--- src/psx_host_pkg.sv ---
// shared constants for the host glue; RAM is byte addressed, 27 bits, status word is 64 bits
package psx_host_pkg;

	// ======================================================================
	// RAM map
	// ======================================================================

	// byte address width of the RAM channel
	parameter int ram_addr_w = 27;

	// download regions, byte offsets
	parameter logic [ram_addr_w-1:0] bios_base = 27'd2097152;
	parameter logic [ram_addr_w-1:0] exe_base  = 27'd4194304;

	// ======================================================================
	// framebuffer
	// ======================================================================

	// start of the framebuffer in board memory
	parameter logic [31:0] fb_base_addr = 32'h3000_0000;

	// one line of vram, 1024 pixels at 2 bytes
	parameter int fb_stride_bytes = 2048;

	// ======================================================================
	// backup ram buffer
	// ======================================================================

	// 256 words of 16 bits, one sd sector
	parameter int bk_words_log2 = 8;

	// ======================================================================
	// status word bit positions
	// ======================================================================

	// pixel format select, set means 24 bit
	parameter int st_color24   = 10;
	// whole vram shown instead of display area
	parameter int st_vram_view = 11;

	// scandoubler fx field
	parameter int st_scale_lo  = 2;
	parameter int st_scale_w   = 3;

	// aspect ratio field
	parameter int st_ar_lo     = 32;
	parameter int st_ar_w      = 2;

	// vertical scale mode field
	parameter int st_vscale_lo = 34;
	parameter int st_vscale_w  = 2;

	// one download word
	// written as two halves, low half at the even address first
	typedef union packed {
		logic [1:0][15:0] half;
		logic [31:0]      word;
	} dl_word_u;

endpackage
--- src/fb_config.sv ---
// purely combinational; assumes 16 bit pixels for the x offset and scale field values 0..4
module fb_config #(
	parameter logic [31:0] fb_base_addr    = psx_host_pkg::fb_base_addr,
	parameter int          fb_stride_bytes = psx_host_pkg::fb_stride_bytes
) (
	input  logic [63:0] status,
	input  logic [11:0] disp_width,
	input  logic [11:0] disp_height,
	input  logic [9:0]  disp_off_x,
	input  logic [8:0]  disp_off_y,
	input  logic        forced_scandoubler,

	output logic [31:0] fb_base,
	output logic [4:0]  fb_format,
	output logic [11:0] fb_width,
	output logic [11:0] fb_height,
	output logic [11:0] arx,
	output logic [11:0] ary,
	output logic [1:0]  vscale,
	output logic [1:0]  scanline,
	output logic        hq2x,
	output logic        scandoubler
);

	logic        vram_view;
	logic [31:0] off_x_bytes;
	logic [31:0] off_y_bytes;
	logic [psx_host_pkg::st_ar_w-1:0]    ar;
	logic [psx_host_pkg::st_scale_w-1:0] scale;
	logic [psx_host_pkg::st_scale_w-1:0] sl;

	assign vram_view = status[psx_host_pkg::st_vram_view];

	// ======================================================================
	// framebuffer window
	// ======================================================================

	// 2 bytes per pixel, one stride per line
	assign off_x_bytes = {21'd0, disp_off_x, 1'b0};
	assign off_y_bytes = 32'(disp_off_y) * 32'(fb_stride_bytes);

	assign fb_base   = vram_view ? fb_base_addr : fb_base_addr + off_x_bytes + off_y_bytes;
	// 24 bit rgb or 16 bit 1555
	assign fb_format = status[psx_host_pkg::st_color24] ? 5'b00101 : 5'b01100;
	// viewer shows the full 1024 x 512 vram
	assign fb_width  = vram_view ? 12'd1024 : disp_width;
	assign fb_height = vram_view ? 12'd512  : disp_height;

	// ======================================================================
	// aspect and scaler
	// ======================================================================

	assign ar = status[psx_host_pkg::st_ar_lo +: psx_host_pkg::st_ar_w];

	// original ratio, 4:3 or 2:1 for the viewer
	assign arx = (ar == '0) ? (vram_view ? 12'd2 : 12'd4) : 12'(ar - 1'b1);
	assign ary = (ar == '0) ? (vram_view ? 12'd1 : 12'd3) : 12'd0;

	assign vscale = status[psx_host_pkg::st_vscale_lo +: psx_host_pkg::st_vscale_w];

	assign scale = status[psx_host_pkg::st_scale_lo +: psx_host_pkg::st_scale_w];

	// none, hq2x, then crt 25/50/75
	assign sl          = (scale != '0) ? scale - 1'b1 : '0;
	assign scanline    = sl[1:0];
	assign hq2x        = (scale == 3'd1);
	assign scandoubler = (scale != '0) | forced_scandoubler;

endmodule

--- config.mk ---
export PLATFORM = sky130hd
export DESIGN_NAME = fb_config
export DESIGN_NICKNAME = d
export VERILOG_FILES = /design/src/psx_host_pkg.sv /design/src/fb_config.sv
export SDC_FILE = /design/constraint.sdc
export NUM_CORES = 1
export LEC_CHECK = 0
export ABC_AREA = 1
export BUFFER_PORTS_ARGS = -buffer_cell sky130_fd_sc_hd__buf_2
export CORE_AREA = 2 2 77 79
export DETAILED_ROUTE_END_ITERATION = 8
export DIE_AREA = 0 0 79 81
export PLACE_DENSITY = 0.59
export SLEW_MARGIN = 10
export SYNTH_ARGS = -nofsm -noshare
export SYNTH_HDL_FRONTEND = slang
export SYNTH_SLANG_ARGS = --single-unit
export TNS_END_PERCENT = 50
--- constraint.sdc ---
create_clock -name vclk -period 0.8
set_clock_uncertainty 0.05 [all_clocks]
set_input_delay 0 -clock vclk [all_inputs]
set_output_delay 0 -clock vclk [all_outputs]
set_load 0.02 [all_outputs]
Word level (Yosys, flattened, before mapping)
Index checks and enable logic that the tools add are counted. Widths: inputs -> output; s select.

Register bits after elaboration: 0. Input port bits: 108. Output and inout port bits: 91. Logic and storage cells: 17.

Add/subtract/negate cells: 4. Eq/ne operators: 1. Multiplexer cells: 9. Bitwise gates (word level): 1. Reductions and logical operators: 2.

Operators by type and width (count): $mux 12 (3); $add 31x20->32 (1); $mux 32 (1); $add 30x11->31 const A (1); $mux 2 (3); $mux 4 (1); $eq 3x1->1 const B (1); $mux 3 (1); $reduce_bool 3->1 (1); $sub 2x1->3 const B (1); $logic_not 2->1 (1); $sub 2x1->2 const B (1); $or 1x1->1 (1).

Depth between registers and ports, before layout
Gate-level depths: netlist of the first run.

Word-level depth: 3. Depth in mapped cells: 3. Gate-level depth less buffers: 3.

Worst setup path after synthesis of the first run
OpenSTA, ideal clock, no wires.

Path type: input to output. Start: input status[11]. End: output arx[2]. Arrival time: 0.631 ns. Data required time: 0.750 ns. Setup slack: 0.119 ns. Cell stages on the path: 2. Path buffers: 1. Path through: buf_6 -> nor3_1.

Word-level cells in the longest chain between the ends: 2.

RTL lines: start, declared (RTL line fb_config.sv:6) `input logic [63:0] status,`; $mux 3 (RTL line fb_config.sv:56) `assign arx = (ar == '0) ? (vram_view ? 12'd2 : 12'd4) : 12'(ar - 1'b1);`; $mux 12 (RTL line fb_config.sv:56); end, declared (RTL line fb_config.sv:17) `output logic [11:0] arx,`.

Every way passes these cells.

Final worst setup path of the first run
Start: input status[35]. End: output vscale[1].

RTL lines: end, declared (RTL line fb_config.sv:19) `output logic [1:0] vscale,`.

No word-level cell between the ends.

==> results.md, run 1 <==
* Post-Synthesis Cells at around 150
* PostCTS Resize Cnt at 0
* Vias at between 1,000 and 1,500
* Top-area cell type share of the netlist area at 0.381
* Crit-path max cell delay at 0.66 ns
* Final hold violations at 0
* Final Max Tran Viols at 0
* DRC at 0
* Worst Hold Class: input port to output pin
* Antenna violations before repair at 0
* Unrepaired setup endpoints after global routing: false
* Post-CTS Setup Inserts at 0
* Post-synthesis xor/xnor area fraction at 0
* WL per Instance at between 6 and 7 µm
* Final nets at 357
* Seq_cells at 0
* Outcome: finished clean
* Vias in the first global route at between 700 and 800
* Inst Count DP at between 300 and 400
* Crit. End Element: output pin
* Crit Path Max Fanout at 1
* IO Port Bufs at between 100 and 150
* Sequential cell area at 0 µm²
* Iteration-0 DRC Markers at 5
* Ys Warns at 0
* Final min period at roughly 0.71 ns
* Io pins at between 150 and 200
* Core Box Area at between 5000 and 6000 µm²
* Hold path cells at 2
* Leakage at ~0.00094 µW
* Syn Area/Cell at 5.06 µm²
* Pwr/cell area at approximately 640 nW/µm²
* Tot GR Track Use at 0.0485
* Layout filler cell count at 655
* Post-synthesis mux area share at 0
* Post-Route WL at roughly 2.1 mm
* Crit Path Class: input port to output pin
* DRT Pass-1 Iters at 4
* Worst vdd rail ir drop at 0.000175 V
* Std cell rows at 28
* Worst Path Required at between 0.7 and 0.8 ns
* Mapped cell area at between 700 and 800 µm²
* CP arrival at ~0.66 ns
* Routability cong. at about 0.6
* ANT cells at 0
* Post-detail-place hpwl at 1.97 mm
* Layout Cells excl Fill at 322
* Initial Utilization at 0.132
* Die boundary height at 81 µm
* Max_cap viols at 0
* Total die area at 6400 µm²
* Critical path, cell by cell: dlygate4sd3_1
* Fmax at about 1400 MHz
* Vias per inst at about 3.1
* Largest family of logic cells by synthesized area: buffers and inverters
* Area grow syn2layout at 60.0%
* Die X at 79 µm
* Startpoint types: input port
* Ranking of synthesized cells by area: buf_4 38%, inv_1 23%, nor2_1 23%
* First-pass GRT wire length at roughly 2.7 mm
* Origin of the worst min-delay path: status[10]
* Post-Synth Simple-Gate Area at 0.301
* Register area share after synthesis at 0
* Post-Synth Adder-Cell Area at 0
* Setup TNS at 0 ns
* Worst Path Buf+Inv at 1
* CP delay by family, top: buffers and inverters
* Final Cycle Share at 0.889
* Setup violators final at 0
* Slowest cell on crit path: dlygate4sd3_1
* Complex-gate fraction of the synthesized area at 0.00669
* Most instantiated cells after synthesis: 45 x inv_1, 45 x nor2_1, 38 x buf_4
* Largest net degree at the start of global routing at 29
* Antenna violation net count after detailed routing at 0
* Layout cells sized above 1 at 0.433
* Area taken by multi-input logic gates at 362 µm²
* Total grt overflow at 0
* Hold path endpoint: fb_format[0]
* Synth area leader: buf_4
* # clk buffers at 0
* Unique cell type count in the Yosys netlist at 10
==> how the worst max path moves through the flow <==
| stage | from | to | cells past startpoint |
|---|---|---|---|
| 2_1_floorplan | status[11] | arx[2] | 2 |
| 3_3_place_gp | status[11] | fb_base[17] | 4 |
| 3_5_place_dp | status[11] | fb_base[17] | 4 |
| 4_1_cts | status[11] | fb_base[17] | 4 |
| 5_1_grt | status[11] | fb_height[11] | 4 |
| 6_report | status[35] | vscale[1] | 1 |
==> cells in the final DEF (no fill, tap or decap), drive strengths merged <==
cell type / instances
nor2: 45
or2: 2
buf: 107
a21oi: 1
conb: 35
dlygate4sd3: 2
inv: 45
nand3b: 1
nor3: 2
nand2: 7
==> metal layers <==
metal	global-route usage	vias up	share of wire
met4	0	0	0
li1	-	522	-
met3	0.00222	0	0.12
met5	0	-	0
met1	0.0444	423	0.30
met2	0.118	63	0.57
==> power breakdown <==
| group | switching (µW) | internal, µW |
|---|---|---|
| logic | 518 | 251 |
| registers | 0 | 0 |
| clock network | 0 | 0 |
==> cell families after synthesis <==
kind of cell | after synthesis
buffers and inverters | 88
and+or+nand+nor | 57
AOI/OAI and AO/OA | 1
other | 2
==> through the flow <==
stage | instance area, µm² | worst slack [ns] | power, µW | utilization | hold slack (ns)
global route | 1200 | 0.0456 | 842 | 0.211 | 0.201
floorplan | 872 | 0.119 | 643 | - | 0.0266
finish | 1200 | 0.0887 | 768 | 0.211 | 0.182
detailed placement | 1180 | 0.0861 | 758 | 0.207 | -0.0495
CTS | 1200 | 0.0862 | 775 | 0.211 | 0.182
global placement | 1180 | 0.0806 | 750 | 0.207 | -0.0495
==> repair_timing <==
action	CTS	global route
hold buffers	2	0
hold endpoints to repair	2	0
endpoints found under the setup margin	0	0
==> final cells by class <==
class              instances  share of cell area
well taps                 75              0.0784
inverters                 45               0.141
multi-input cells         93               0.302
repair buffers           109               0.479
Note: power is estimated with default switching activity, not from simulation.
==> run 2: changes to the inputs <==
- SETUP_SLACK_MARGIN: not set -> 0.3
==> results.md, run 2 (synthesis gave the netlist of run 1 again) <==
* DRC at 0 (unchanged)
* Met2 Use GR at 0.163 (+0.0449)
* Worst vdd rail ir drop at 0.000273 V (+56%)
* Seq pwr share at 0 (unchanged)
* Worst setup margin at 0.235 ns (+0.147 ns)
* Sequential cell area at 0 µm² (unchanged)
* Total grt overflow at 0 (unchanged)
* Vias per inst at 3.38 (+7.9%)
* Net Sw Power at 703 µW (+36%)
* DRT Pass-1 Iters at 2 (-2)
* Clock power share at 0 (unchanged)
* Final Cycle Share at 0.706 (-0.183)
* Crit. End Element: output pin
* WHS at -0.0500 ns (-0.232 ns)
* Pwr/cell area at 626 nW/µm² (-2.4%)
* Leakage at 0.00114 µW (+21%)
* Met1 usage at 0.0781 (+0.0338)
* Initial Utilization at 0.132 (unchanged)
* Worst Path Required at 0.75 ns (about the same)
* Layout cells sized above 1 at 0.639 (+0.206)
* Post-Route WL at 3.13 mm (+51%)
* Setup TNS at 0 ns (unchanged)
* Crit. Startpoint: status[11]
* Layout Cells excl Fill at 327 (+1.6%)
* Comb pwr share at 1.000 (about the same)
* Most frequent cells in the layout: 53 x buf_2, 49 x buf_6, 44 x inv_1
* Largest net degree at the start of global routing at 10 (-66%)
* Worst Hold Class: input port to output pin
* Global Route met3 Usage at 0.00667 (+0.00444)
* WL per Instance at 9.57 µm (+49%)
* Crit-path max cell delay at 0.17 ns (-0.49 ns)
* Outcome: complete, but fails checks
* Setup violators final at 0 (unchanged)
* Origin of the worst min-delay path: status[35]
* Final min period at 0.565 ns (-0.147 ns)
* Fmax at 1770 MHz (+26%)
* Inst Count DP at 322 (+0.63%)
* Die X at 79 µm (unchanged)
* Failing checks: negative hold slack
* Critical path, cell by cell: buf_16 -> clkbuf_16 -> nor2_4 -> buf_6
* Total die area at 6400 µm² (unchanged)
* Slowest cell on crit path: clkbuf_16
* Area grow syn2layout at 172%
* Iteration-0 DRC Markers at 11 (+6)
* Tot GR Track Use at 0.0739 (+0.0254)
* Core Box Area at 5680 µm² (unchanged)
* Post-detail-place hpwl at 1.91 mm (-3.0%)
* ANT cells at 0 (unchanged)
* Routability cong. at 0.701 (+20%)
* Antenna violation net count after detailed routing at 0 (unchanged)
* Seq_cells at 0 (unchanged)
* Layer with the highest usage: met2
* Startpoint types: input port
* Switching Share at 0.551 (-0.122)
* Crit Path Class: input port to output pin
* Die boundary height at 81 µm (unchanged)
* Unrepaired setup endpoints after global routing: true
* Most common cell after layout, fill and taps aside: buf_2
* CP arrival at 0.51 ns (-0.15 ns)
* Final nets at 362 (+1.4%)
* Final hold violations at 2 (+2)
* Crit Path Max Fanout at 7 (+6)
* Vias in the first global route at 927 (+31%)
* Max_cap viols at 0 (unchanged)
* # clk buffers at 0 (unchanged)
* First-pass GRT wire length at 3.88 mm (+44%)
* Antenna violations before repair at 0 (unchanged)
* P_int at 572 µW (+130%)
* Vias at 1,105 (+9.6%)
* Pre-CTS setup slack at 0.0203 ns (-0.0657 ns)
* IO Port Bufs at 105 (unchanged)
* Io pins at 199 (unchanged)
* Final Max Tran Viols at 0 (unchanged)
* Std cell rows at 28 (unchanged)
==> run 2: changes by cell type in the layout (fill, tap and decap cells not counted), sizes merged <==
cell / change
clkbuf: +1
dlygate4sd3: -2
buf: +6
==> run 2: path summary, 6_finish.rpt <==
check	end	slack (ns)	cells past startpoint
setup / recovery	fb_base[17]	0.24	4
hold / removal	vscale[1]	-0.05	0
==> run 2: power groups by stage <==
stage                     combinational (µW)  clock [µW]  sequential [µW]
after floorplan                          704           0                0
after global placement                   820           0                0
after detailed placement                 828           0                0
after CTS                               1120           0                0
after global routing                    1350           0                0
final                                   1280           0                0
==> run 2: metal layers <==
layer	wire, µm	vias up
met4	0	0
met1	938	491
met3	274	0
li1	-	538
met2	1920	76
met5	0	-
==> run 2: timing repair <==
item                       in CTS  in global routing
gates resized for setup       105                 62
setup buffers                   0                  0
hold endpoints to repair        2                  2
setup endpoints to repair      51                 51
gates cloned                    4                  1
pin swaps                      14                 29
==> run 2: critical path, delay by kind of cell <==
kind | cells | cell delay, ns
buffers and inverters | 3 | 0.42
AND/OR/NAND/NOR | 1 | 0.09
==> run 2: final cells by class <==
cell class	count	area [µm²]
inverters	45	169
repair buffers	114	1080
multi-input cells	93	697
fillers	596	3640
well taps	75	93.8
==> run 2: stage by stage <==
stage	power (µW)	utilization	hold WS, ns	area [µm²]
6_report	1280	0.359	-0.0500	2040
5_1_grt	1350	0.359	-0.0499	2040
4_1_cts	1120	0.314	-0.0498	1780
3_5_place_dp	828	0.231	-0.0498	1310
3_3_place_gp	820	0.231	-0.0498	1310
2_1_floorplan	704	-	-0.0203	990
