**src/psx_host_pkg.sv**
```systemverilog
// shared constants for the host glue; RAM is byte addressed, 27 bits, status word is 64 bits
package psx_host_pkg;

	// ======================================================================
	// RAM map
	// ======================================================================

	// byte address width of the RAM channel
	parameter int ram_addr_w = 27;

	// download regions, byte offsets
	parameter logic [ram_addr_w-1:0] bios_base = 27'd2097152;
	parameter logic [ram_addr_w-1:0] exe_base  = 27'd4194304;

	// ======================================================================
	// framebuffer
	// ======================================================================

	// start of the framebuffer in board memory
	parameter logic [31:0] fb_base_addr = 32'h3000_0000;

	// one line of vram, 1024 pixels at 2 bytes
	parameter int fb_stride_bytes = 2048;

	// ======================================================================
	// backup ram buffer
	// ======================================================================

	// 256 words of 16 bits, one sd sector
	parameter int bk_words_log2 = 8;

	// ======================================================================
	// status word bit positions
	// ======================================================================

	// pixel format select, set means 24 bit
	parameter int st_color24   = 10;
	// whole vram shown instead of display area
	parameter int st_vram_view = 11;

	// scandoubler fx field
	parameter int st_scale_lo  = 2;
	parameter int st_scale_w   = 3;

	// aspect ratio field
	parameter int st_ar_lo     = 32;
	parameter int st_ar_w      = 2;

	// vertical scale mode field
	parameter int st_vscale_lo = 34;
	parameter int st_vscale_w  = 2;

	// one download word
	// written as two halves, low half at the even address first
	typedef union packed {
		logic [1:0][15:0] half;
		logic [31:0]      word;
	} dl_word_u;

endpackage
```
**src/backup_copy.sv**
```systemverilog
// one sector per bk_start level; bk_start must drop before the next sector, ack follows each req
module backup_copy #(
	parameter int bk_words_log2 = psx_host_pkg::bk_words_log2
) (
	input  logic                     clk_1x,
	input  logic                     rst_n,

	// control from the save logic
	input  logic                     bk_start,
	input  logic                     bk_loading,
	input  logic [7:0]               bk_sector,

	// ram side
	output logic                     bk_req,
	output logic [15:0]              bk_addr,
	output logic [15:0]              bk_wdata,
	input  logic                     bk_ack,

	// buffer port a
	output logic [bk_words_log2-1:0] buf_addr,
	output logic                     buf_we,
	input  logic [15:0]              buf_dout,

	output logic                     bk_done
);

	logic [bk_words_log2-1:0] word_cnt;
	// a request is outstanding
	logic                     waiting;

	// ======================================================================
	// sequencer
	// ======================================================================

	always_ff @(posedge clk_1x) begin
		if (!rst_n) begin
			word_cnt <= '0;
			waiting  <= 1'b0;
			bk_req   <= 1'b0;
			bk_done  <= 1'b0;
		end else begin
			bk_req <= 1'b0;
			if (!bk_start) begin
				// idle, rewind to word 0
				word_cnt <= '0;
				waiting  <= 1'b0;
				bk_done  <= 1'b0;
			end else if (!bk_done) begin
				if (!waiting) begin
					// first word of the sector
					bk_req  <= 1'b1;
					waiting <= 1'b1;
				end else if (bk_ack) begin
					if (&word_cnt) begin
						waiting <= 1'b0;
						bk_done <= 1'b1;
					end else begin
						// next word right behind the ack
						word_cnt <= word_cnt + 1'b1;
						bk_req   <= 1'b1;
					end
				end
			end
		end
	end

	// ======================================================================
	// addressing and data
	// ======================================================================

	// sector number on top of the word index
	assign bk_addr  = {bk_sector, word_cnt};
	assign buf_addr = word_cnt;

	// loading: buffer word goes out to ram
	assign bk_wdata = buf_dout;

	// saving: read data lands in the buffer on its ack
	assign buf_we = ~bk_loading & waiting & bk_ack;

endmodule

```
**config.mk**
```make
export PLATFORM = sky130hd
export DESIGN_NAME = backup_copy
export DESIGN_NICKNAME = d
export VERILOG_FILES = /design/src/psx_host_pkg.sv /design/src/backup_copy.sv
export SDC_FILE = /design/constraint.sdc
export NUM_CORES = 1
export LEC_CHECK = 0
export ABC_CLOCK_PERIOD_IN_PS = 1400
export BUFFER_PORTS_ARGS = -buffer_cell sky130_fd_sc_hd__buf_2
export CAP_MARGIN = 40
export CORE_MARGIN = 10
export CORE_UTILIZATION = 35
export CTS_BUF_LIST = sky130_fd_sc_hd__clkbuf_4 sky130_fd_sc_hd__clkbuf_8
export DETAILED_ROUTE_END_ITERATION = 10
export PLACE_DENSITY = 0.87
export SETUP_SLACK_MARGIN = 0.4
export SLEW_MARGIN = 20
export SYNTH_ARGS = -nofsm -noshare
export SYNTH_HDL_FRONTEND = slang
export SYNTH_SLANG_ARGS = --single-unit
```
**constraint.sdc**
```tcl
create_clock -name clk_1x -period 1.4 [get_ports clk_1x]
set_input_delay 0.14 -clock clk_1x [delete_from_list [all_inputs] [get_ports clk_1x]]
set_output_delay 0.14 -clock clk_1x [all_outputs]
set_load 0.01 [all_outputs]
```
### Word-level counts from Yosys, hierarchy flattened

Index checks and enable logic that the tools add are counted.

* flip-flop bits (word level): 11
* input bits: 29
* output and inout port bits: 43

* $add $sub $neg: 1
* mux-type cells: 9
* bitwise logic cells: 7
* reduce and logical (&&, ||, !) cells: 4

Operators with widths (number)
* 1-bit two-way mux: 9
* 8-bit by 1-bit adder with 8-bit output, second input constant: 1
* 8-bit AND reduction: 1
* 1-bit inverter: 5
* 4-bit AND reduction: 1
* 3-bit OR reduction: 1
* 1-bit bitwise AND: 2
* 2-bit AND reduction: 1

### Longest topological paths before layout

Gate-level depths: netlist of run 1.

* depth after elaboration: 5
* depth in mapped cells: 5

### Worst setup path after synthesis of run 1

No wires, ideal clock.

* path type: register -> register
* start: reg word_cnt[0] (netlist: buf_addr[0])
* end: reg word_cnt[3] (netlist: buf_addr[3])
* library setup time: 0.072 ns
* arrival time: 1.365 ns
* required time: 1.328 ns
* slack: -0.036 ns
* cell stages (with the launch flop): 6
* buffers on the path: 1
* clock period less this slack: 1.436 ns
* path through: dfxtp_1 -> ha_1 -> buf_6 -> and4_4 -> a211oi_1 -> mux2i_1

* longest elaborated chain between the ends: 3
* elaborated cells between the ends (all ways): 4
* those cells by class: add/sub (1); bitwise (1); reduce/logical (2)

Ends and longest elaborated chain
* from (decl): line backup_copy.sv:27 `logic [bk_words_log2-1:0] word_cnt;`
* from (signal assigned): line backup_copy.sv:59 `word_cnt <= word_cnt + 1'b1;`
* branches (longest 3 deep; another with 8-bit by 1-bit adder with 8-bit output)

Parallel ways; which one is timed is not known.
A chain may end at the register's enable or synchronous reset.

### Worst setup path after layout of run 1

* start: reg word_cnt[0] (netlist: buf_addr[0])
* end: reg word_cnt[6] (netlist: buf_addr[6])

Same word-level chain as after synthesis.

==> summary.txt, run 1 <==
Result of the run - finished, final reports clean
Initial antenna violation count - 0
Critical path class - flip-flop to flip-flop
Maximum number of pins on one net before global-route repair - 13
Area fraction of the dominant cell type after synthesis - 29.6%
Primary flip-flop cell chosen by synthesis mapping - sky130_fd_sc_hd__dfxtp_1
Total die area - 4750 um2
Core footprint - 2250 um2
Complex-gate fraction of the synthesized area - 14.9%
Number of detailed-routing iterations run before antenna repair - 4
Count of flip-flops with a built-in enable after synthesis - 0
Vias in the first global route - 692
TritonCTS buffer count - 3
Synthesized instance count - 100
Global-route wire length before repair - 3.15 mm
Upper clock frequency limit - 0.840 GHz
Post-synthesis share of cell area spent on xor and xnor gates - 0%
Final period demand of the worst path - 1.19 ns
Starting density of the core - 37.1%
Drc violations - 0
Net count after synthesis - 130
Switching power of the nets - 146 uW
Synthesized area per cell - 8.37 um2
Post-synthesis cell type with the largest combined area - sky130_fd_sc_hd__buf_4
Launching point of the worst reg2reg path - buf_addr[0]$_SDFFE_PP0P_
Total wire length after detailed routing - 2.08 mm
Largest family of logic cells by synthesized area - buffers and inverters
CP Max Fanout - 4
Placed wire-length estimate after detailed placement - 1.37 mm
Ant diodes - 0
Overall power of the completed layout - 598 uW
Vias - 728
Final std cell area, no fill - 1010 um2
Startpoint of the worst hold path - rst_n
# nets final - 135
Arrival time reported for the critical path endpoint - 1.35 ns
Power density relative to cell area - 590 nW/um2
Type of element capturing the critical path - flip-flop
Global route total overflow - 0
Post-synthesis adder-cell area fraction - 1.49%
Seq/Total Area, Yosys - 26.3%
Setup violations, final - 0
Sw Ratio - 24.4%
CTS clk-pin slew, worst paths - 0.07 ns
Count of pins over their slew limit - 0
Overall die width - 68.9 um
Maximum ir drop on the vdd rail - 0.600 mV
Slew at the pin with the worst max-slew slack - 0.356 ns
Global-route total usage across every layer - 8.65%
Relative contribution of the clock network to total power - 40.9%
Fraction of power consumed by combinational cells - 8.3%
Max Root-Sink Buffers - 2
Cell at the root of the clock tree - sky130_fd_sc_hd__clkbuf_4
GP Congestion - 0.850
Count of input and output buffers - 23
RSZ-0062 raised after global routing - yes
TritonCTS clock tree - yes
Fraction of final layout cells sized beyond drive strength 1 - 66.3%
H-Tree Depth - 1
Sum Neg Setup Slack - 0 ns
Multiplexer share of the synthesized area - 2.39%
Internal Pwr Total - 452 uW
Top cell types by occurrence after synthesis - sky130_fd_sc_hd__buf_4, sky130_fd_sc_hd__dfxtp_1, sky130_fd_sc_hd__nand3_1
Fill cell total of the finished layout - 225
Number of DRC markers after the initial detailed-route iteration - 24
Yosys warning total - 0
Dpl cell area - 747 um2
Number of ports placed on the die boundary - 72
Number of max-cap violations - 0
Proportion of power drawn by flip-flops and latches - 50.8%
Remaining antenna violation count - 0
Final core utilization - 45.0%
Data required time at the worst endpoint - 1.56 ns
Final Hold Vio Count - 0
Netlist area before placement - 837 um2
Unique cell type count in the Yosys netlist - 31
Type of the worst min-delay path - primary input to flip-flop
Launch point of the worst path - buf_addr[0]$_SDFFE_PP0P_
Die span in y - 68.9 um
Top post-synthesis cells by area - sky130_fd_sc_hd__buf_4, sky130_fd_sc_hd__dfxtp_1, sky130_fd_sc_hd__nand3_1, sky130_fd_sc_hd__nor3_1, sky130_fd_sc_hd__a211oi_1
Slew HR - 76.2%
Worst setup skew after layout - 0.00269 ns
Drt wl/cell - 15.7 um
Clock tree sinks - 11
Leakage component of the power - 0.404 nW
Site row count - 17
Via density - 5.52
Share of the clock period used by the worst path - 85.0%
Most used standard cell by instance count after synthesis - sky130_fd_sc_hd__buf_4
FFs w/ async S/R, synth - 0%
Area growth from synthesis to layout - 21.1%
Number of synthesized register bits - 11
Kind of start point of the critical path - flip-flop
Simple-gate share of the synthesized area - 22.3%
Worst-Skew Late Latency - 0.28 ns
-- final timing paths --
kind                                            endpoint  slack [ns]  cells past startpoint
worst max-delay path            buf_addr[6]$_SDFFE_PP0P_        0.21                      5
worst min register to register  buf_addr[3]$_SDFFE_PP0P_        0.53                      2
worst min-delay path            buf_addr[3]$_SDFFE_PP0P_        0.16                      3
worst max register to register  buf_addr[6]$_SDFFE_PP0P_        0.21                      5
-- repair_timing --
action,4_1_cts,5_1_grt
setup endpoints to repair,16,20
setup buffers,9,4
pin swaps,8,4
resized for setup,22,14
hold buffers,0,0
gates cloned,0,0
hold endpoints to repair,0,0
-- routing by layer --
metal	part of all wire, %	up-vias	global-route usage, %
met1	35	340	9.32
met2	47	34	13.0
met4	3.6	0	4.93
li1	-	335	-
met3	14	19	4.99
met5	0	-	0
-- state kept, by name, indices dropped and copies added, names as in the netlist --
register	cells
buf_addr	8
waiting	1
bk_req	1
bk_done	1
-- cells by family after synthesis --
logic type | after synthesis
AO/OA/AOI/OAI | 16
AND/OR/NAND/NOR | 33
buffers and inverters | 37
multiplexers | 2
flip-flops | 11
adder cells (fa/ha/maj) | 1
-- critical path, stage by stage (launching register included) --
cell and delay [ns]:
sky130_fd_sc_hd__dfxtp_4 0.36, sky130_fd_sc_hd__ha_4 0.14, sky130_fd_sc_hd__buf_4 0.12, sky130_fd_sc_hd__nand4_1 0.19, sky130_fd_sc_hd__nor4_2 0.19, sky130_fd_sc_hd__nor3_1 0.07
-- through the flow --
stage | worst slack [ns] | hold slack (ns) | cells
floorplan | 0.130 | 0.297 | 100
global placement | 0.169 | 0.280 | 115
detailed placement | 0.132 | 0.280 | 115
CTS | 0.173 | 0.147 | 128
global route | 0.0680 | 0.149 | 132
finish | 0.209 | 0.157 | 132
-- cells in the final DEF (no fill, tap or decap), types with 2 or more instances in the layout --
cell type                  Yosys  final
sky130_fd_sc_hd__buf_6         1      8
sky130_fd_sc_hd__nand2_1       4      3
sky130_fd_sc_hd__mux2i_1       2      2
sky130_fd_sc_hd__dfxtp_4       0      9
sky130_fd_sc_hd__a41oi_2       0      2
sky130_fd_sc_hd__buf_2         2     17
sky130_fd_sc_hd__nor3_1        6      5
sky130_fd_sc_hd__clkbuf_4      0      4
sky130_fd_sc_hd__and2_1        2      2
sky130_fd_sc_hd__and3_4        0      3
sky130_fd_sc_hd__a211oi_2      0      2
sky130_fd_sc_hd__buf_4        33     11
sky130_fd_sc_hd__a211oi_1      4      2
sky130_fd_sc_hd__a31oi_1       3      3
sky130_fd_sc_hd__nand3_1       7      6
-- layout make-up --
class                      count  area [um2]  area share (%)
clock buffer                   4        30.0            2.96
inverter                       1        3.75           0.370
multi-input combinational     52         432            42.6
sequential                    11         255            25.2
tap                           28        35.0            3.46
timing repair buffer          36         258            25.4
-- power by group through the flow --
stage          sequential, mW  clock [mW]  combinational [mW]
2_1_floorplan           0.327           0              0.0885
3_3_place_gp            0.326           0              0.0334
3_5_place_dp            0.326           0              0.0347
4_1_cts                 0.306       0.254              0.0437
5_1_grt                 0.305       0.276              0.0545
6_report                0.304       0.244              0.0496
Power figures use the tool's default switching activity.
==> run 2: changes to the inputs <==
--- a/config.mk
+++ b/config.mk
@@ -13,6 +13,7 @@
 export CTS_BUF_LIST = sky130_fd_sc_hd__clkbuf_4 sky130_fd_sc_hd__clkbuf_8
 export DETAILED_ROUTE_END_ITERATION = 10
 export PLACE_DENSITY = 0.87
+export RECOVER_POWER = 50
 export SETUP_SLACK_MARGIN = 0.4
 export SLEW_MARGIN = 20
 export SYNTH_ARGS = -nofsm -noshare
==> run 2 against run 1 <==
Fmax down 0.19%. Critical path depth unchanged. Sequential cell count unchanged. Global-route usage unchanged. Highest routed layer unchanged. Register-to-register slack about the same. Clock power about the same. Setup slack worse by 0.0022 ns. First-iteration DRC count unchanged.
==> summary.txt, run 2 (synthesized netlist as in run 1, its figures left out) <==
Result of the run - finished, final reports clean
RSZ-0062 raised after global routing - yes
GP Congestion - 0.850 (unchanged)
Slew HR - 76.2% (about the same)
Routing layer with the top usage in global route - met2
Via density - 5.52 (unchanged)
Number of detailed-routing iterations run before antenna repair - 4 (unchanged)
Number of buffer and inverter instances along the worst setup path - 1 (unchanged)
Clock tree sinks - 11 (unchanged)
Final Hold Vio Count - 0 (unchanged)
Upper clock frequency limit - 0.838 GHz (-0.19%)
Kind of start point of the critical path - flip-flop
Drt wl/cell - 15.7 um (unchanged)
Critical path class - flip-flop to flip-flop
Vias - 728 (unchanged)
TritonCTS clock tree - yes
Maximum ir drop on the vdd rail - 0.600 mV (about the same)
Series of cell instances along the critical path - ha_4, buf_4, nand4_1, nor4_2, nor3_1
Data required time at the worst endpoint - 1.56 ns (about the same)
Most common cell after layout, fill and taps aside - sky130_fd_sc_hd__buf_2
Max reg flops - 8 (unchanged)
Global-route track usage on met3 - 4.99% (unchanged)
Slew at the pin with the worst max-slew slack - 0.356 ns (-0.0000913 ns)
Met1 demand-to-capacity share in global routing - 9.32% (unchanged)
Number of max-cap violations - 0 (unchanged)
Overall power of the completed layout - 599 uW (+0.27%)
Initial antenna violation count - 0 (unchanged)
Number of DRC markers after the initial detailed-route iteration - 24 (unchanged)
Global-route wire length before repair - 3.15 mm (unchanged)
CP max-delay cell - sky130_fd_sc_hd__dfxtp_4
Count of input and output buffers - 23 (unchanged)
Leakage component of the power - 0.395 nW (-2.2%)
# nets final - 135 (unchanged)
CP Max Fanout - 4 (unchanged)
Worst-Skew Late Latency - 0.28 ns (about the same)
Overall die width - 68.9 um (unchanged)
Worst setup skew after layout - 0.00263 ns (-0.0000602 ns)
Fraction of final layout cells sized beyond drive strength 1 - 63.5% (-2.9 points)
Area growth from synthesis to layout - 20.3%
Type of the worst min-delay path - primary input to flip-flop
Total wire length after detailed routing - 2.08 mm (unchanged)
Total die area - 4750 um2 (unchanged)
Max Root-Sink Buffers - 2 (unchanged)
Most frequent cells in the layout - sky130_fd_sc_hd__buf_2, sky130_fd_sc_hd__buf_4, sky130_fd_sc_hd__dfxtp_4, sky130_fd_sc_hd__buf_6, sky130_fd_sc_hd__nand3_1
Die span in y - 68.9 um (unchanged)
CP peak stage delay - 0.36 ns (about the same)
Global-route total usage across every layer - 8.65% (unchanged)
Drc violations - 0 (unchanged)
Top cell family by delay on the critical path - simple AND/OR/NAND/NOR gates
Remaining antenna violation count - 0 (unchanged)
Number of ports placed on the die boundary - 72 (unchanged)
TritonCTS buffer count - 3 (unchanged)
Maximum number of pins on one net before global-route repair - 13 (unchanged)
Vias in the first global route - 692 (unchanged)
Power density relative to cell area - 595 nW/um2 (+0.89%)
CTS clk-pin slew, worst paths - 0.07 ns (about the same)
H-Tree Depth - 1 (unchanged)
Final period demand of the worst path - 1.19 ns (+0.00223 ns)
Arrival time reported for the critical path endpoint - 1.35 ns (about the same)
Global route total overflow - 0 (unchanged)
Global Route met2 Usage - 13.0% (unchanged)
Type of element capturing the critical path - flip-flop
Ant diodes - 0 (unchanged)
Setup violations, final - 0 (unchanged)
Core footprint - 2250 um2 (unchanged)
Site row count - 17 (unchanged)
Starting density of the core - 37.1% (unchanged)
Share of the clock period used by the worst path - 85.2% (+0.16 points)
Sum Neg Setup Slack - 0 ns (unchanged)
Cell at the root of the clock tree - sky130_fd_sc_hd__clkbuf_4
Placed wire-length estimate after detailed placement - 1.37 mm (unchanged)
Count of pins over their slew limit - 0 (unchanged)
## run 2: per-stage QoR
stage                     worst slack (ns)  instance area, um2  hold WS, ns  util, %  cells
after floorplan                      0.130                 866        0.297        -    100
after detailed placement             0.132                 747        0.280     33.1    115
after CTS                            0.173                 917        0.147     40.7    128
after global placement               0.169                 747        0.280     33.1    115
after global routing                0.0658                1010        0.149     44.7    132
final                                0.207                1010        0.157     44.7    132
## run 2: where the power goes
part	total (mW)	switching, mW	internal [mW]	leakage, nW
clock	0.244	0.114	0.130	0.0184
sequential	0.306	0.00314	0.303	0.0959
combinational	0.0492	0.0283	0.0209	0.281
total	0.599	0.146	0.454	0.395
## run 2: cell type report
cell class	instances	area (um2)
tap	28	35.0
fill	229	1250
sequential	11	251
timing repair buffer	36	255
multi-input combinational	52	432
inverter	1	3.75
clock buffer	4	30.0
## run 2: worst paths after layout
kind	from	to	slack [ns]	cells past startpoint
max	buf_addr[0]$_SDFFE_PP0P_	buf_addr[6]$_SDFFE_PP0P_	0.21	5
min reg2reg	buf_addr[3]$_SDFFE_PP0P_	buf_addr[3]$_SDFFE_PP0P_	0.53	2
min	rst_n	buf_addr[3]$_SDFFE_PP0P_	0.16	3
max reg2reg	buf_addr[0]$_SDFFE_PP0P_	buf_addr[6]$_SDFFE_PP0P_	0.21	5
## run 2: what timing repair did
action                     4_1_cts  5_1_grt
gates resized for setup         22       14
hold endpoints to repair         0        0
setup endpoints to repair       16       20
buffers inserted                 9        4
pin swaps                        8        4
hold buffers                     0        0
## run 2: routing by layer
layer | wire length [um] | vias to the layer above
li1 | - | 335
met1 | 735 | 340
met2 | 976 | 34
met3 | 290 | 19
met4 | 75 | 0
met5 | 0 | -
## run 2: worst min-delay path: stages
cell and delay [ns]:
sky130_fd_sc_hd__buf_2 0.13, sky130_fd_sc_hd__nand3_1 0.07, sky130_fd_sc_hd__mux2i_1 0.05
