$ cat src/psx_host_pkg.sv
// shared constants for the host glue; RAM is byte addressed, 27 bits, status word is 64 bits
package psx_host_pkg;

	// ======================================================================
	// RAM map
	// ======================================================================

	// byte address width of the RAM channel
	parameter int ram_addr_w = 27;

	// download regions, byte offsets
	parameter logic [ram_addr_w-1:0] bios_base = 27'd2097152;
	parameter logic [ram_addr_w-1:0] exe_base  = 27'd4194304;

	// ======================================================================
	// framebuffer
	// ======================================================================

	// start of the framebuffer in board memory
	parameter logic [31:0] fb_base_addr = 32'h3000_0000;

	// one line of vram, 1024 pixels at 2 bytes
	parameter int fb_stride_bytes = 2048;

	// ======================================================================
	// backup ram buffer
	// ======================================================================

	// 256 words of 16 bits, one sd sector
	parameter int bk_words_log2 = 8;

	// ======================================================================
	// status word bit positions
	// ======================================================================

	// pixel format select, set means 24 bit
	parameter int st_color24   = 10;
	// whole vram shown instead of display area
	parameter int st_vram_view = 11;

	// scandoubler fx field
	parameter int st_scale_lo  = 2;
	parameter int st_scale_w   = 3;

	// aspect ratio field
	parameter int st_ar_lo     = 32;
	parameter int st_ar_w      = 2;

	// vertical scale mode field
	parameter int st_vscale_lo = 34;
	parameter int st_vscale_w  = 2;

	// one download word
	// written as two halves, low half at the even address first
	typedef union packed {
		logic [1:0][15:0] half;
		logic [31:0]      word;
	} dl_word_u;

endpackage
$ cat src/rom_loader.sv
// index 0 is bios, 1..254 executable, 255 ignored; host must hold ioctl_wr low while ioctl_wait is high
module rom_loader #(
	parameter logic [psx_host_pkg::ram_addr_w-1:0] bios_base = psx_host_pkg::bios_base,
	parameter logic [psx_host_pkg::ram_addr_w-1:0] exe_base  = psx_host_pkg::exe_base
) (
	input  logic                                clk_1x,
	input  logic                                rst_n,

	// download stream from the host
	input  logic                                ioctl_download,
	input  logic [7:0]                          ioctl_index,
	input  logic [psx_host_pkg::ram_addr_w-1:0] ioctl_addr,
	input  logic [15:0]                         ioctl_dout,
	input  logic                                ioctl_wr,
	output logic                                ioctl_wait,

	// ram write channel
	output logic [psx_host_pkg::ram_addr_w-1:0] ram_wr_addr,
	output logic [31:0]                         ram_wr_data,
	output logic [3:0]                          ram_wr_be,
	output logic                                ram_wr_req,
	input  logic                                ram_wr_ack,

	// core side of the write channel
	input  logic [psx_host_pkg::ram_addr_w-1:0] core_wr_addr,
	input  logic [31:0]                         core_wr_data,
	input  logic [3:0]                          core_wr_be,
	input  logic                                core_wr_req,

	output logic                                load_exe,
	output logic                                cart_loaded
);

	// ======================================================================
	// download type
	// ======================================================================

	logic bios_download;
	logic cart_download;
	logic cart_download_1;
	logic dl_active;

	// flags lag ioctl_download by one cycle
	always_ff @(posedge clk_1x) begin
		if (!rst_n) begin
			bios_download <= 1'b0;
			cart_download <= 1'b0;
		end else begin
			bios_download <= ioctl_download & (ioctl_index == 8'd0);
			cart_download <= ioctl_download & (ioctl_index != 8'd0) & (ioctl_index != 8'hff);
		end
	end

	assign dl_active = bios_download | cart_download;

	// ======================================================================
	// half-word packing and wait
	// ======================================================================

	psx_host_pkg::dl_word_u              dl_word;
	logic [psx_host_pkg::ram_addr_w-1:0] dl_addr;
	logic                                dl_req;

	// payload, no reset
	always_ff @(posedge clk_1x) begin
		if (dl_active && ioctl_wr) begin
			if (!ioctl_addr[1]) begin
				dl_word.half[0] <= ioctl_dout;
				// word address taken from the even half
				dl_addr <= ioctl_addr + (bios_download ? bios_base : exe_base);
			end else begin
				dl_word.half[1] <= ioctl_dout;
			end
		end
	end

	always_ff @(posedge clk_1x) begin
		if (!rst_n) begin
			dl_req     <= 1'b0;
			ioctl_wait <= 1'b0;
		end else begin
			dl_req <= 1'b0;
			if (dl_active) begin
				// wait drops the cycle after the ram takes the word
				if (ram_wr_ack)
					ioctl_wait <= 1'b0;
				// odd half completes the word
				if (ioctl_wr && ioctl_addr[1]) begin
					dl_req     <= 1'b1;
					ioctl_wait <= 1'b1;
				end
			end else begin
				ioctl_wait <= 1'b0;
			end
		end
	end

	// ======================================================================
	// executable done strobe
	// ======================================================================

	always_ff @(posedge clk_1x) begin
		if (!rst_n) begin
			cart_download_1 <= 1'b0;
			load_exe        <= 1'b0;
			cart_loaded     <= 1'b0;
		end else begin
			cart_download_1 <= cart_download;
			load_exe        <= cart_download_1 & ~cart_download;
			// sticky once any exe came in
			if (cart_download)
				cart_loaded <= 1'b1;
		end
	end

	// ======================================================================
	// write channel mux
	// ======================================================================

	// download owns the channel, full word writes
	assign ram_wr_addr = dl_active ? dl_addr      : core_wr_addr;
	assign ram_wr_data = dl_active ? dl_word.word : core_wr_data;
	assign ram_wr_be   = dl_active ? 4'b1111      : core_wr_be;
	assign ram_wr_req  = dl_active ? dl_req       : core_wr_req;

endmodule

$ cat config.mk
export PLATFORM = sky130hd
export DESIGN_NAME = rom_loader
export DESIGN_NICKNAME = d
export VERILOG_FILES = /design/src/psx_host_pkg.sv /design/src/rom_loader.sv
export SDC_FILE = /design/constraint.sdc
export NUM_CORES = 1
export LEC_CHECK = 0
export BUFFER_PORTS_ARGS = -buffer_cell sky130_fd_sc_hd__buf_4
export CORE_ASPECT_RATIO = 0.8
export CORE_UTILIZATION = 47
export DETAILED_ROUTE_END_ITERATION = 12
export PLACE_DENSITY = 0.88
export SKIP_CTS_REPAIR_TIMING = 1
export SYNTH_ARGS = -nofsm -noshare
export SYNTH_HDL_FRONTEND = slang
export SYNTH_SLANG_ARGS = --single-unit
$ cat constraint.sdc
create_clock -name clk_1x -period 12.5 [get_ports clk_1x]
set_input_delay 2.5 -clock clk_1x [delete_from_list [all_inputs] [get_ports clk_1x]]
set_output_delay 2.5 -clock clk_1x [all_outputs]
set_load 0.03 [all_outputs]
After elaboration in Yosys (flattened, before gate mapping)
Cells that the tools add are included.
- input bits: 120
- output and inout bits: 67
- bits in registers: 66
- reductions and logical operators: 8
- muxes and demuxes: 8
- equal/unequal tests: 1
- bitwise operators: 7
- $add $sub $neg: 1
- operators with widths (kind ; number):
    two-way mux 32 bit ; 1
    adder 27 x 23 -> 27 bit ; 1
    two-way mux 27 bit ; 1
    two-way mux 23 bit ; 1
    zero test 8 bit ; 1
    != test 8 bit, second input constant ; 1
    nonzero test 8 bit ; 1
    AND reduction 2 bit ; 3
    bitwise AND 1 bit ; 4
    two-way mux 1 bit ; 4
    two-way mux 4 bit ; 1
    logical AND 1 bit ; 2
    inverter 1 bit ; 2
    nonzero test 2 bit ; 1
    OR 1 bit ; 1

Logic depth before layout (Yosys ltp)
Gate-level depths: netlist of the first run.
- depth after elaboration: 3
- mapped depth: 5
- depth with buffers taken out: 5

Least setup slack after synthesis of the first run
OpenSTA, ideal clock, no wires.
- path type: input to register
- from: input port ioctl_addr[1] (netlist name)
- to: register dl_addr[0] (netlist name) (enable)
- arrival time: 5693 ps
- library setup time: 506 ps
- buffers on the path: 0
- stages on the path: 1
- setup slack: 6300 ps
- cells stage by stage: nor3b_1
- longest elaborated chain between the ends: 2
- ends and longest elaborated chain (what ; RTL line ; source):
    from (decl) ; rom_loader.sv:12 ; input logic [psx_host_pkg::ram_addr_w-1:0] ioctl_addr,
    inverter 1 bit (no line) ; -- ;
    AND reduction 2 bit (no line) ; -- ;
    to (signal assigned) ; rom_loader.sv:70 ; dl_addr <= ioctl_addr + (bios_download ? bios_base : exe_base);
    to (decl) ; rom_loader.sv:61 ; logic [psx_host_pkg::ram_addr_w-1:0] dl_addr;
Every way passes these cells.
A chain may end at the register's enable or synchronous reset.

Worst setup path after layout of the first run
- from: input port core_wr_be[1]
- to: output port ram_wr_be[1]
- longest elaborated chain between the ends: 1
- ends and longest elaborated chain (what ; RTL line ; source):
    from (decl) ; rom_loader.sv:27 ; input logic [3:0] core_wr_be,
    two-way mux 4 bit ; rom_loader.sv:123 ; assign ram_wr_be = dl_active ? 4'b1111 : core_wr_be;
    to (decl) ; rom_loader.sv:20 ; output logic [3:0] ram_wr_be,
Every way passes these cells.

==> results.md, run 1 <==
* Vias at 2193
* RD Place Congestion at 0.7578
* Post-Synthesis Cells at 172
* Asr flop ratio synth at 0
* Mapped Area at 0.003213 mm^2
* Cells on worst reg2reg path at 3
* Hold EP: load_exe
* Worst setup path class: input pin to primary output
* Synthesis-stage register bit count at 66
* Clk slew on worst S/H paths at 0.06 ns
* Initial DRT Pass Iterations at 5
* FMAX at 175.9 MHz
* GRT Total Usage at 0.2016
* Skew final at 0.004929 ns
* Top post-synthesis cells by area: edfxtp_1, mux2_4, dfxtp_1
* Yosys top cell area share at 0.5514
* Diodes inserted at 0
* First-pass GRT wire length at 10720 um
* Cts bufs inserted at 9
* WL/cell at 15.64 um
* Max-Cap Viols at 0
* Worst path required time at 10.00 ns
* CTS tree: done
* Sequential power share at 0.447
* Largest net degree at the start of global routing at 38
* DR DRC count at 0
* Via density at 4.841
* CTS root buf: clkbuf_8
* Reg-to-reg startpoint: bios_download
* Vias in the first global route at 2267
* CP top delay family: simple AND/OR/NAND/NOR gates
* Post-synth cell types at 28
* Hold Path Cell Cnt at 2
* Number of buffers and inverters on the critical path at 2
* Clock power share at 0.333
* Die W at 94.44 um
* Crit path launch: core_wr_be[1]
* Post-layout minimum cycle time at 5.686 ns
* Worst vdd ir at 0.07725 mV
* CTS Sinks at 66
* Yosys top cell by area: edfxtp_1
* Switching Fraction at 0.2353
* Outcome: finished clean
* Critical path's most frequent cell: buf_4
* Final hold vios at 0
* # port buffers at 186
* Worst EP arrival at 3.19 ns
* EDFF count, synth at 59
* Drt initial violations at 75
* Worst-Margin Slew at 0.9133 ns
* Max-slew headroom at 0.3905
* Slew Viols, Final at 0
* Core Rows at 26
* Final HPWL DP at 5491 um
* Yosys warnings at 0
* Total wire length at 7083 um
* Most numerous cell in the Yosys netlist: edfxtp_1
* Seq/Total Area, Yosys at 0.5950
* Crit. End Element: primary output
* Critical path, cell by cell: buf_4, or3_2, buf_4
* Fraction of layout cells with a size suffix above 1 at 0.7182
* Switching power at 0.1300 mW
* Unrepaired setup endpoints after global routing: false
* Initial core utilization at 0.4938
* Internal at 0.4224 mW
* Maximum clock path buffer count at 2
* HP Class: flip-flop to flip-flop
* Core Area at 0.006506 mm^2
* Main synth FF type: edfxtp_1
* Clk_lat worst skew at 0.33 ns
* Die height at 75.96 um
* Routed Antenna Nets at 0
* Pleak at 2.233 nW
* Final setup viols at 0
* Reg2reg end: dl_addr[2]
* Die area at 0.007173 mm^2
* Setup slack, reg-to-reg at 10.26 ns
* Final Cycle Share at 0.4549
* Congestion Overflow GR at 0
* IO Pins at 187
* Area Overhead vs Synth at 49.57%
* Total chip power at 0.5524 mW
* Avg Cell Area, Syn at 18.68 um^2
* Most frequent cells after synthesis: edfxtp_1, mux2_4, dfxtp_1
* Crit path max fanout at 1
* Combinational power share at 0.219
* Syn Nets at 295
* Setup TNS Final at 0 ns
* H-tree levels at 3
* Layout Nets at 487
* PD cells at 114.9 mW/mm^2
* Initial antenna violation count at 0
* Slowest-stage cell, CP: or3_2
* Hold Startpoint: cart_download_1
* Startpoint Class: input pin
* Crit path largest cell delay at 0.40 ns
## how the worst max path moves through the flow
stage,to,slack [ns],cells past startpoint
4_1_cts,ram_wr_be[3],6.81,3
2_1_floorplan,dl_addr[0],6.30,1
3_3_place_gp,ram_wr_be[3],6.82,3
5_1_grt,ram_wr_be[2],6.80,3
3_5_place_dp,ram_wr_be[3],6.81,3
6_report,ram_wr_be[1],6.81,3
## tightest hold or removal path: stages (launching register included)
cell	delay [ns]
dfxtp_1	0.30
nand2_1	0.05
nor2_1	0.03
## final cells by class
class,count,area (um^2)
fillers,414,1700
inverters,4,15.01
clock buffers,13,138.9
clock inverters,3,63.81
multi-input cells,95,1160
repair buffers,188,1411
flip-flops and latches,66,1912
well taps,84,105.1
## layer usage
metal,vias up,part of all wire,GRT usage,wire length (um)
li1,1038,-,-,-
met1,1018,0.34,0.1960,2405
met2,127,0.55,0.3775,3882
met3,10,0.098,0.08735,691
met4,0,0.015,0.05692,103
met5,-,0,0,0
## sequential cells by signal, indices dropped and copies added (netlist names)
signal	count
bios_download	1
dl_req	1
dl_addr	27
ioctl_wait	1
cart_download_1	1
cart_loaded	1
dl_word	32
cart_download	1
load_exe	1
## cell usage in the layout, fill, tap and decap left out, types with 2 or more instances in the layout
master     instances
buf_4            188
edfxtp_1          59
mux2_4            58
clkbuf_8           9
dfxtp_1            7
inv_1              4
nand2_1            4
clkbuf_1           4
nand4_1            3
xnor2_1            3
or3_2              3
nor2_1             2
mux2_2             2
nor4_1             2
a21oi_1            2
and2_1             2
ha_1               2
bufinv_16          2
## cell families (layout without fill, tap and decap cells)
group                      after synthesis  after routing  synth area share
xor gates and xnor gates                 4              4           0.01091
muxes                                   60             60            0.2780
and+or+nand+nor                         22             22           0.04479
adders and majority gates                3              3           0.01402
buffers and inverters                   11            208           0.04556
DFF                                     66             66            0.5950
AOI/OAI and AO/OA                        6              6           0.01168
## power groups by stage
stage          Combinational (mW)  Clock (mW)  Sequential (mW)
6_report                    0.121       0.184            0.247
5_1_grt                     0.128       0.201            0.247
4_1_cts                     0.122       0.189            0.247
3_5_place_dp                0.122           0            0.252
3_3_place_gp                0.119           0            0.252
2_1_floorplan              0.0705           0            0.252
## through the flow
| stage | util | std cells | setup slack, ns | hold WS (ns) | instance area [um^2] |
|---|---|---|---|---|---|
| floorplan | - | 172 | 6.300 | 0.3952 | 3213 |
| global placement | 0.7075 | 437 | 6.816 | 0.4112 | 4603 |
| detailed placement | 0.7075 | 437 | 6.815 | 0.4114 | 4603 |
| CTS | 0.7387 | 453 | 6.811 | 0.4222 | 4806 |
| global route | 0.7387 | 453 | 6.797 | 0.4524 | 4806 |
| finish | 0.7387 | 453 | 6.814 | 0.4176 | 4806 |
Power figures use the tool's default switching activity.
==> run 2: changes to the inputs <==
--- a/config.mk
+++ b/config.mk
@@ -7,9 +7,9 @@
 export LEC_CHECK = 0
 export BUFFER_PORTS_ARGS = -buffer_cell sky130_fd_sc_hd__buf_4
 export CORE_ASPECT_RATIO = 0.8
-export CORE_UTILIZATION = 47
+export CORE_UTILIZATION = 40
 export DETAILED_ROUTE_END_ITERATION = 12
-export PLACE_DENSITY = 0.88
+export PLACE_DENSITY = 0.8
 export SKIP_CTS_REPAIR_TIMING = 1
 export SYNTH_ARGS = -nofsm -noshare
 export SYNTH_HDL_FRONTEND = slang
==> constraint.sdc (replaced) <==
create_clock -name clk_1x -period 5.1 [get_ports clk_1x]
set_input_delay 1.02 -clock clk_1x [delete_from_list [all_inputs] [get_ports clk_1x]]
set_output_delay 1.02 -clock clk_1x [all_outputs]
set_load 0.03 [all_outputs]
==> run 2 against run 1 <==
Net effect: sequential share of layout area about the same; setup slack worse by 5.3 ns; hold slack worse by 0.0023 ns; first-iteration DRC count up 1.3%; routed wire length up 0.61%; power up 140%; cell count up 4.2%.
==> results.md, run 2 (synthesis gave the netlist of run 1 again) <==
* Outcome: finished clean
* Largest net degree at the start of global routing at 42 (+11%)
* Final Non-Filler Cells at 472 (+4.2%)
* Diodes inserted at 0 (unchanged)
* Cts bufs inserted at 9 (unchanged)
* RD Place Congestion at 0.7714 (+1.8%)
* Layout Nets at 487 (unchanged)
* CTS tree: done
* Final hold vios at 0 (unchanged)
* Core Area at 0.007602 mm^2 (+17%)
* Post-Place Cell Area at 0.004629 mm^2 (+0.57%)
* Slew Viols, Final at 0 (unchanged)
* Commonest non-fill, non-tap cell in the layout: buf_4
* Hold Startpoint: cart_download_1
* Uppermost routed layer: met4
* Initial DRT Pass Iterations at 3 (-2)
* Max-Cap Viols at 0 (unchanged)
* Skew final at 0.007728 ns (+0.002799 ns)
* Maximum clock path buffer count at 2 (unchanged)
* Met2 WL at 3827 um (-1.4%)
* Clk_lat worst skew at 0.33 ns (about the same)
* Die height at 82.17 um (+8.2%)
* Worst vdd ir at 0.1667 mV (+120%)
* Core Rows at 28 (+7.7%)
* Area Overhead vs Synth at 49.45% (about the same)
* Internal at 0.9785 mW (+130%)
* Sequential power share at 0.466 (+0.019)
* Crit path max fanout at 39 (+38)
* IO Pins at 187 (unchanged)
* Crit path capture: ram_wr_data[31]
* Switching Fraction at 0.2464 (+0.01104)
* Pleak at 2.226 nW (-0.34%)
* Worst path required time at 4.08 ns (-5.92 ns)
* Crit path launch: bios_download
* Final setup viols at 0 (unchanged)
* # port buffers at 186 (unchanged)
* DR DRC count at 0 (unchanged)
* H-tree levels at 3 (unchanged)
* Fraction of layout cells with a size suffix above 1 at 0.7275 (+0.009363)
* Clock power share at 0.304 (-0.029)
* Final HPWL DP at 5497 um (+0.11%)
* Vias in the first global route at 2067 (-8.8%)
* Initial antenna violation count at 0 (unchanged)
* Worst EP arrival at 2.60 ns (-0.59 ns)
* Most frequent cells in the layout: buf_4, edfxtp_1, mux2_4, clkbuf_8, dfxtp_1
* Die area at 0.008398 mm^2 (+17%)
* Unrepaired setup endpoints after global routing: false
* GRT Total Usage at 0.1687 (-0.03293)
* Drt initial violations at 76 (+1.3%)
* HP Class: flip-flop to flip-flop
* PD cells at 270.4 mW/mm^2 (+140%)
* Reg-to-reg startpoint: bios_download
* Worst setup path class: flip-flop to primary output
* Cell Count Post-Placement at 458 (+4.8%)
* Metal3 WL at 596 um (-14%)
* Post-layout minimum cycle time at 3.622 ns
* WL/cell at 15.10 um (-3.4%)
* Final Cycle Share at 0.7102
* Setup slack, reg-to-reg at 3.02 ns (-7.24 ns)
* Max-slew headroom at 0.4164 (+0.02588)
* Switching power at 0.3199 mW (+150%)
* CTS Sinks at 66 (unchanged)
* Die W at 102.2 um (+8.2%)
* First-pass GRT wire length at 10110 um (-5.7%)
* Routed Antenna Nets at 0 (unchanged)
* CTS root buf: clkbuf_8
* Worst-Margin Slew at 0.8754 ns (-0.03783 ns)
* Combinational power share at 0.230 (+0.011)
* Min Hold Slack at 0.4153 ns (-0.002295 ns)
* Vias at 2160 (-1.5%)
* Max reg flops at 32 (unchanged)
* Via density at 4.576 (-5.5%)
* Total wire length at 7126 um (+0.61%)
* Congestion Overflow GR at 0 (unchanged)
* Crit. End Element: primary output
* Reg2reg end: dl_addr[21]
* Initial core utilization at 0.4226 (-0.07120)
* Setup TNS Final at 0 ns (unchanged)
* Clk slew on worst S/H paths at 0.07 ns (about the same)
* Startpoint Class: flip-flop
* Post-layout instance area at 0.004802 mm^2 (about the same)
* Cells on worst reg2reg path at 3 (unchanged)
* Met1 wire length at 2638 um (+9.7%)
* FMAX at 276.1 MHz
==> run 2: changes by cell type in the layout (fill, tap and decap cells not counted), sizes merged <==
cell | previous run | this run
clkbuf | 13 | 10
bufinv | 2 | 1
clkinv | 1 | 3
==> run 2: worst min path at each step <==
stage | end | slack (ns) | depth (start not counted)
after global routing | load_exe | 0.44 | 2
after detailed placement | load_exe | 0.41 | 2
after floorplan | load_exe | 0.40 | 2
final | load_exe | 0.42 | 2
after CTS | load_exe | 0.42 | 2
after global placement | load_exe | 0.41 | 2
==> run 2: through the flow <==
stage | util | power (mW) | worst slack [ns]
floorplan | - | 0.7901 | 0.3802
global placement | 0.6090 | 0.9114 | 1.906
detailed placement | 0.6090 | 0.9177 | 1.824
CTS | 0.6317 | 1.317 | 1.443
global route | 0.6317 | 1.354 | 1.330
finish | 0.6317 | 1.298 | 1.478
==> run 2: final cells by class <==
class	count	area, um^2
Timing Repair Buffer	188	1411
Multi-Input combinational cell	95	1160
Inverter	4	15.01
Fill cell	579	2800
Clock inverter	4	45.04
Tap cell	105	131.4
Sequential cell	66	1912
Clock buffer	10	127.6
==> run 2: routing by layer <==
layer,global-route usage,vias to the layer above
met4,0.06000,0
met5,0,-
met1,0.1742,1007
li1,-,1039
met3,0.06818,6
met2,0.3107,108
==> run 2: critical path, stage by stage, from the launching register on <==
cell and delay (ns):
dfxtp_1 0.44, nor2_8 0.72, buf_4 0.52, mux2_2 0.39
buf_4 0.17
==> run 2: power groups by stage <==
stage          combinational [mW]  clock (mW)  sequential [mW]
6_report                    0.298       0.395            0.606
5_1_grt                     0.315       0.432            0.606
4_1_cts                     0.301       0.411            0.606
3_5_place_dp                0.300           0            0.617
3_3_place_gp                0.295           0            0.617
2_1_floorplan               0.173           0            0.617
==> run 3: changes to the inputs <==
--- a/config.mk
+++ b/config.mk
@@ -7,9 +7,9 @@
 export LEC_CHECK = 0
 export BUFFER_PORTS_ARGS = -buffer_cell sky130_fd_sc_hd__buf_4
 export CORE_ASPECT_RATIO = 0.8
-export CORE_UTILIZATION = 40
+export CORE_UTILIZATION = 44
 export DETAILED_ROUTE_END_ITERATION = 12
-export PLACE_DENSITY = 0.8
+export PLACE_DENSITY = 0.84
 export SKIP_CTS_REPAIR_TIMING = 1
 export SYNTH_ARGS = -nofsm -noshare
 export SYNTH_HDL_FRONTEND = slang
==> constraint.sdc (replaced) <==
create_clock -name clk_1x -period 3.4 [get_ports clk_1x]
set_input_delay 0.68 -clock clk_1x [delete_from_list [all_inputs] [get_ports clk_1x]]
set_output_delay 0.68 -clock clk_1x [all_outputs]
set_load 0.03 [all_outputs]
==> run 3 against run 2 <==
Net effect: cell count decreased by 3.2%; global-route usage is 1.7 points higher; setup slack worse by 1.0 ns; hold slack gained 0.0036 ns; first-iteration DRC count decreased by 18%; register-to-register slack got worse by 1.6 ns; utilization rose by 5.7 points; largest power group unchanged.
==> results.md, run 3 (synthesis gave the netlist of run 1 again) <==
* Cts bufs inserted at 9 (unchanged)
* Setup slack, reg-to-reg at 1.42 ns (-1.60 ns)
* Largest net degree at the start of global routing at 36 (-14%)
* Final hold vios at 0 (unchanged)
* Sequential power share at 0.477 (+0.011)
* Max reg flops at 32 (unchanged)
* Total wire length at 7132 um (about the same)
* Switching Fraction at 0.2616 (+0.01519)
* Met2 Use GR at 0.3392 (+0.02842)
* Post-Place Cell Area at 0.004633 mm^2 (about the same)
* FMAX at 336.7 MHz
* Max-slew headroom at 0.3951 (-0.02131)
* Internal at 1.405 mW (+44%)
* Startpoint Class: flip-flop
* Worst EP arrival at 2.29 ns (-0.31 ns)
* # port buffers at 186 (unchanged)
* Busiest grt layer: met2
* GRT Total Usage at 0.1861 (+0.01742)
* Maximum clock path buffer count at 2 (unchanged)
* Post-layout minimum cycle time at 2.970 ns
* HP Class: flip-flop to flip-flop
* Final setup viols at 0 (unchanged)
* Initial DRT Pass Iterations at 4 (+1)
* Pleak at 2.232 nW (+0.28%)
* Commonest non-fill, non-tap cell in the layout: buf_4
* Worst setup path class: flip-flop to primary output
* First-pass GRT wire length at 10850 um (+7.4%)
* CTS root buf: clkbuf_8
* CP top delay family: simple AND/OR/NAND/NOR gates
* DR DRC count at 0 (unchanged)
* Final Cycle Share at 0.8736
* Worst-Margin Slew at 0.9064 ns (+0.03099 ns)
* Slew Viols, Final at 0 (unchanged)
* Worst vdd ir at 0.2818 mV (+69%)
* Initial antenna violation count at 0 (unchanged)
* Hold EP: load_exe
* Vias in the first global route at 2176 (+5.3%)
* IO Pins at 187 (unchanged)
* Congestion Overflow GR at 0 (unchanged)
* Switching power at 0.4977 mW (+56%)
* H-tree levels at 3 (unchanged)
* Setup TNS Final at 0 ns (unchanged)
* Outcome: finished clean
* Die W at 97.54 um (-4.6%)
* RD Place Congestion at 0.7429 (-3.7%)
* Vias at 2205 (+2.1%)
* Reg-to-reg startpoint: bios_download
* Cells on worst reg2reg path at 2 (-1)
* CTS tree: done
* Core Rows at 27 (-3.6%)
* Core Area at 0.006959 mm^2 (-8.5%)
* CTS Sinks at 66 (unchanged)
* Combinational power share at 0.237 (+0.007)
* Unrepaired setup endpoints after global routing: false
* Layout Nets at 488 (+0.21%)
* Fin util at 0.6891 (+0.05748)
* Reg2reg end: dl_word[22]
* Slowest-stage cell, CP: nor2_8
* Clock power share at 0.286 (-0.018)
* Area Overhead vs Synth at 49.26%
* Die height at 78.43 um (-4.5%)
* Post-layout instance area at 0.004796 mm^2 (-0.13%)
* Die area at 0.007650 mm^2 (-8.9%)
* Clk slew on worst S/H paths at 0.07 ns (about the same)
* Drt initial violations at 62 (-18%)
* Initial core utilization at 0.4617 (+0.03906)
* Diodes inserted at 0 (unchanged)
* Crit. End Element: primary output
* Hold Startpoint: cart_download_1
* Crit path max fanout at 35 (-10%)
* PD cells at 396.8 mW/mm^2 (+47%)
* Crit path largest cell delay at 0.69 ns (-0.03 ns)
* WL/cell at 15.61 um (+3.4%)
* Clk_lat worst skew at 0.33 ns (about the same)
* Min Hold Slack at 0.4189 ns (+0.003626 ns)
* Critical path, cell by cell: nor2_8, buf_12, mux2_4, buf_4
* Most frequent cells in the layout: buf_4, edfxtp_1, mux2_4, clkbuf_8, dfxtp_1
* Fraction of layout cells with a size suffix above 1 at 0.7270 (about the same)
* Via density at 4.825 (+5.4%)
* Hold Path Cell Cnt at 2 (unchanged)
* Skew final at 0.008147 ns (+0.0004187 ns)
* Routed Antenna Nets at 0 (unchanged)
* Met1 Usage GRT at 0.2055 (+0.03135)
* Max-Cap Viols at 0 (unchanged)
* Number of buffers and inverters on the critical path at 2 (unchanged)
* Final HPWL DP at 5553 um (+1.0%)
* Worst path required time at 2.72 ns (-1.36 ns)
* Met3 usage at 0.05966 (-0.008520)
run 3: cell count changes in the layout (fill, tap and decap cells not counted):
cell	before	now
nor3b_4	0	1
clkbuf_1	1	2
clkinvlp_4	0	1
clkinv_4	0	1
buf_12	0	1
nor3b_2	1	0
bufinv_16	1	0
run 3: final cells by class:
cell class	instances	area, um^2
fillers	508	2163
flip-flops and latches	66	1912
inverters	4	15.01
clock inverters	5	31.28
repair buffers	189	1431
multi-input cells	95	1166
well taps	87	108.9
clock buffers	11	131.4
run 3: stage by stage:
| step | total power [mW] | instances | worst slack (ns) |
|---|---|---|---|
| finish | 1.903 | 457 | 0.4299 |
| global route | 1.974 | 457 | 0.2966 |
| CTS | 1.920 | 457 | 0.4059 |
| detailed placement | 1.379 | 441 | 0.7704 |
| global placement | 1.372 | 441 | 0.8007 |
| floorplan | 1.185 | 172 | 0.4433 |
run 3: metal layers:
metal  vias to the layer above  share of wire
li1                       1043              -
met1                      1034           0.38
met2                       119           0.53
met3                         9          0.076
met4                         0          0.015
met5                         -              0
run 3: power groups by stage:
stage	Combinational, mW	Sequential, mW	Clock, mW
after global routing	0.473	0.909	0.592
after CTS	0.454	0.908	0.558
after detailed placement	0.454	0.926	0
final	0.452	0.908	0.544
after global placement	0.447	0.925	0
after floorplan	0.259	0.925	0
run 3: how the worst max path moves through the flow:
stage / slack, ns / depth (start not counted) / end / startpoint
after floorplan: 0.44 / 3 / dl_addr[0] / bios_download
after global placement: 0.80 / 4 / ram_wr_data[18] / cart_download
after detailed placement: 0.77 / 4 / ram_wr_data[2] / cart_download
after CTS: 0.41 / 4 / ram_wr_data[18] / cart_download
after global routing: 0.30 / 4 / ram_wr_data[18] / bios_download
final: 0.43 / 4 / ram_wr_data[18] / cart_download
run 3: tightest hold or removal path, stage by stage (launching register included):
cell     delay, ns
dfxtp_1       0.30
nand2_1       0.05
nor2_1        0.03
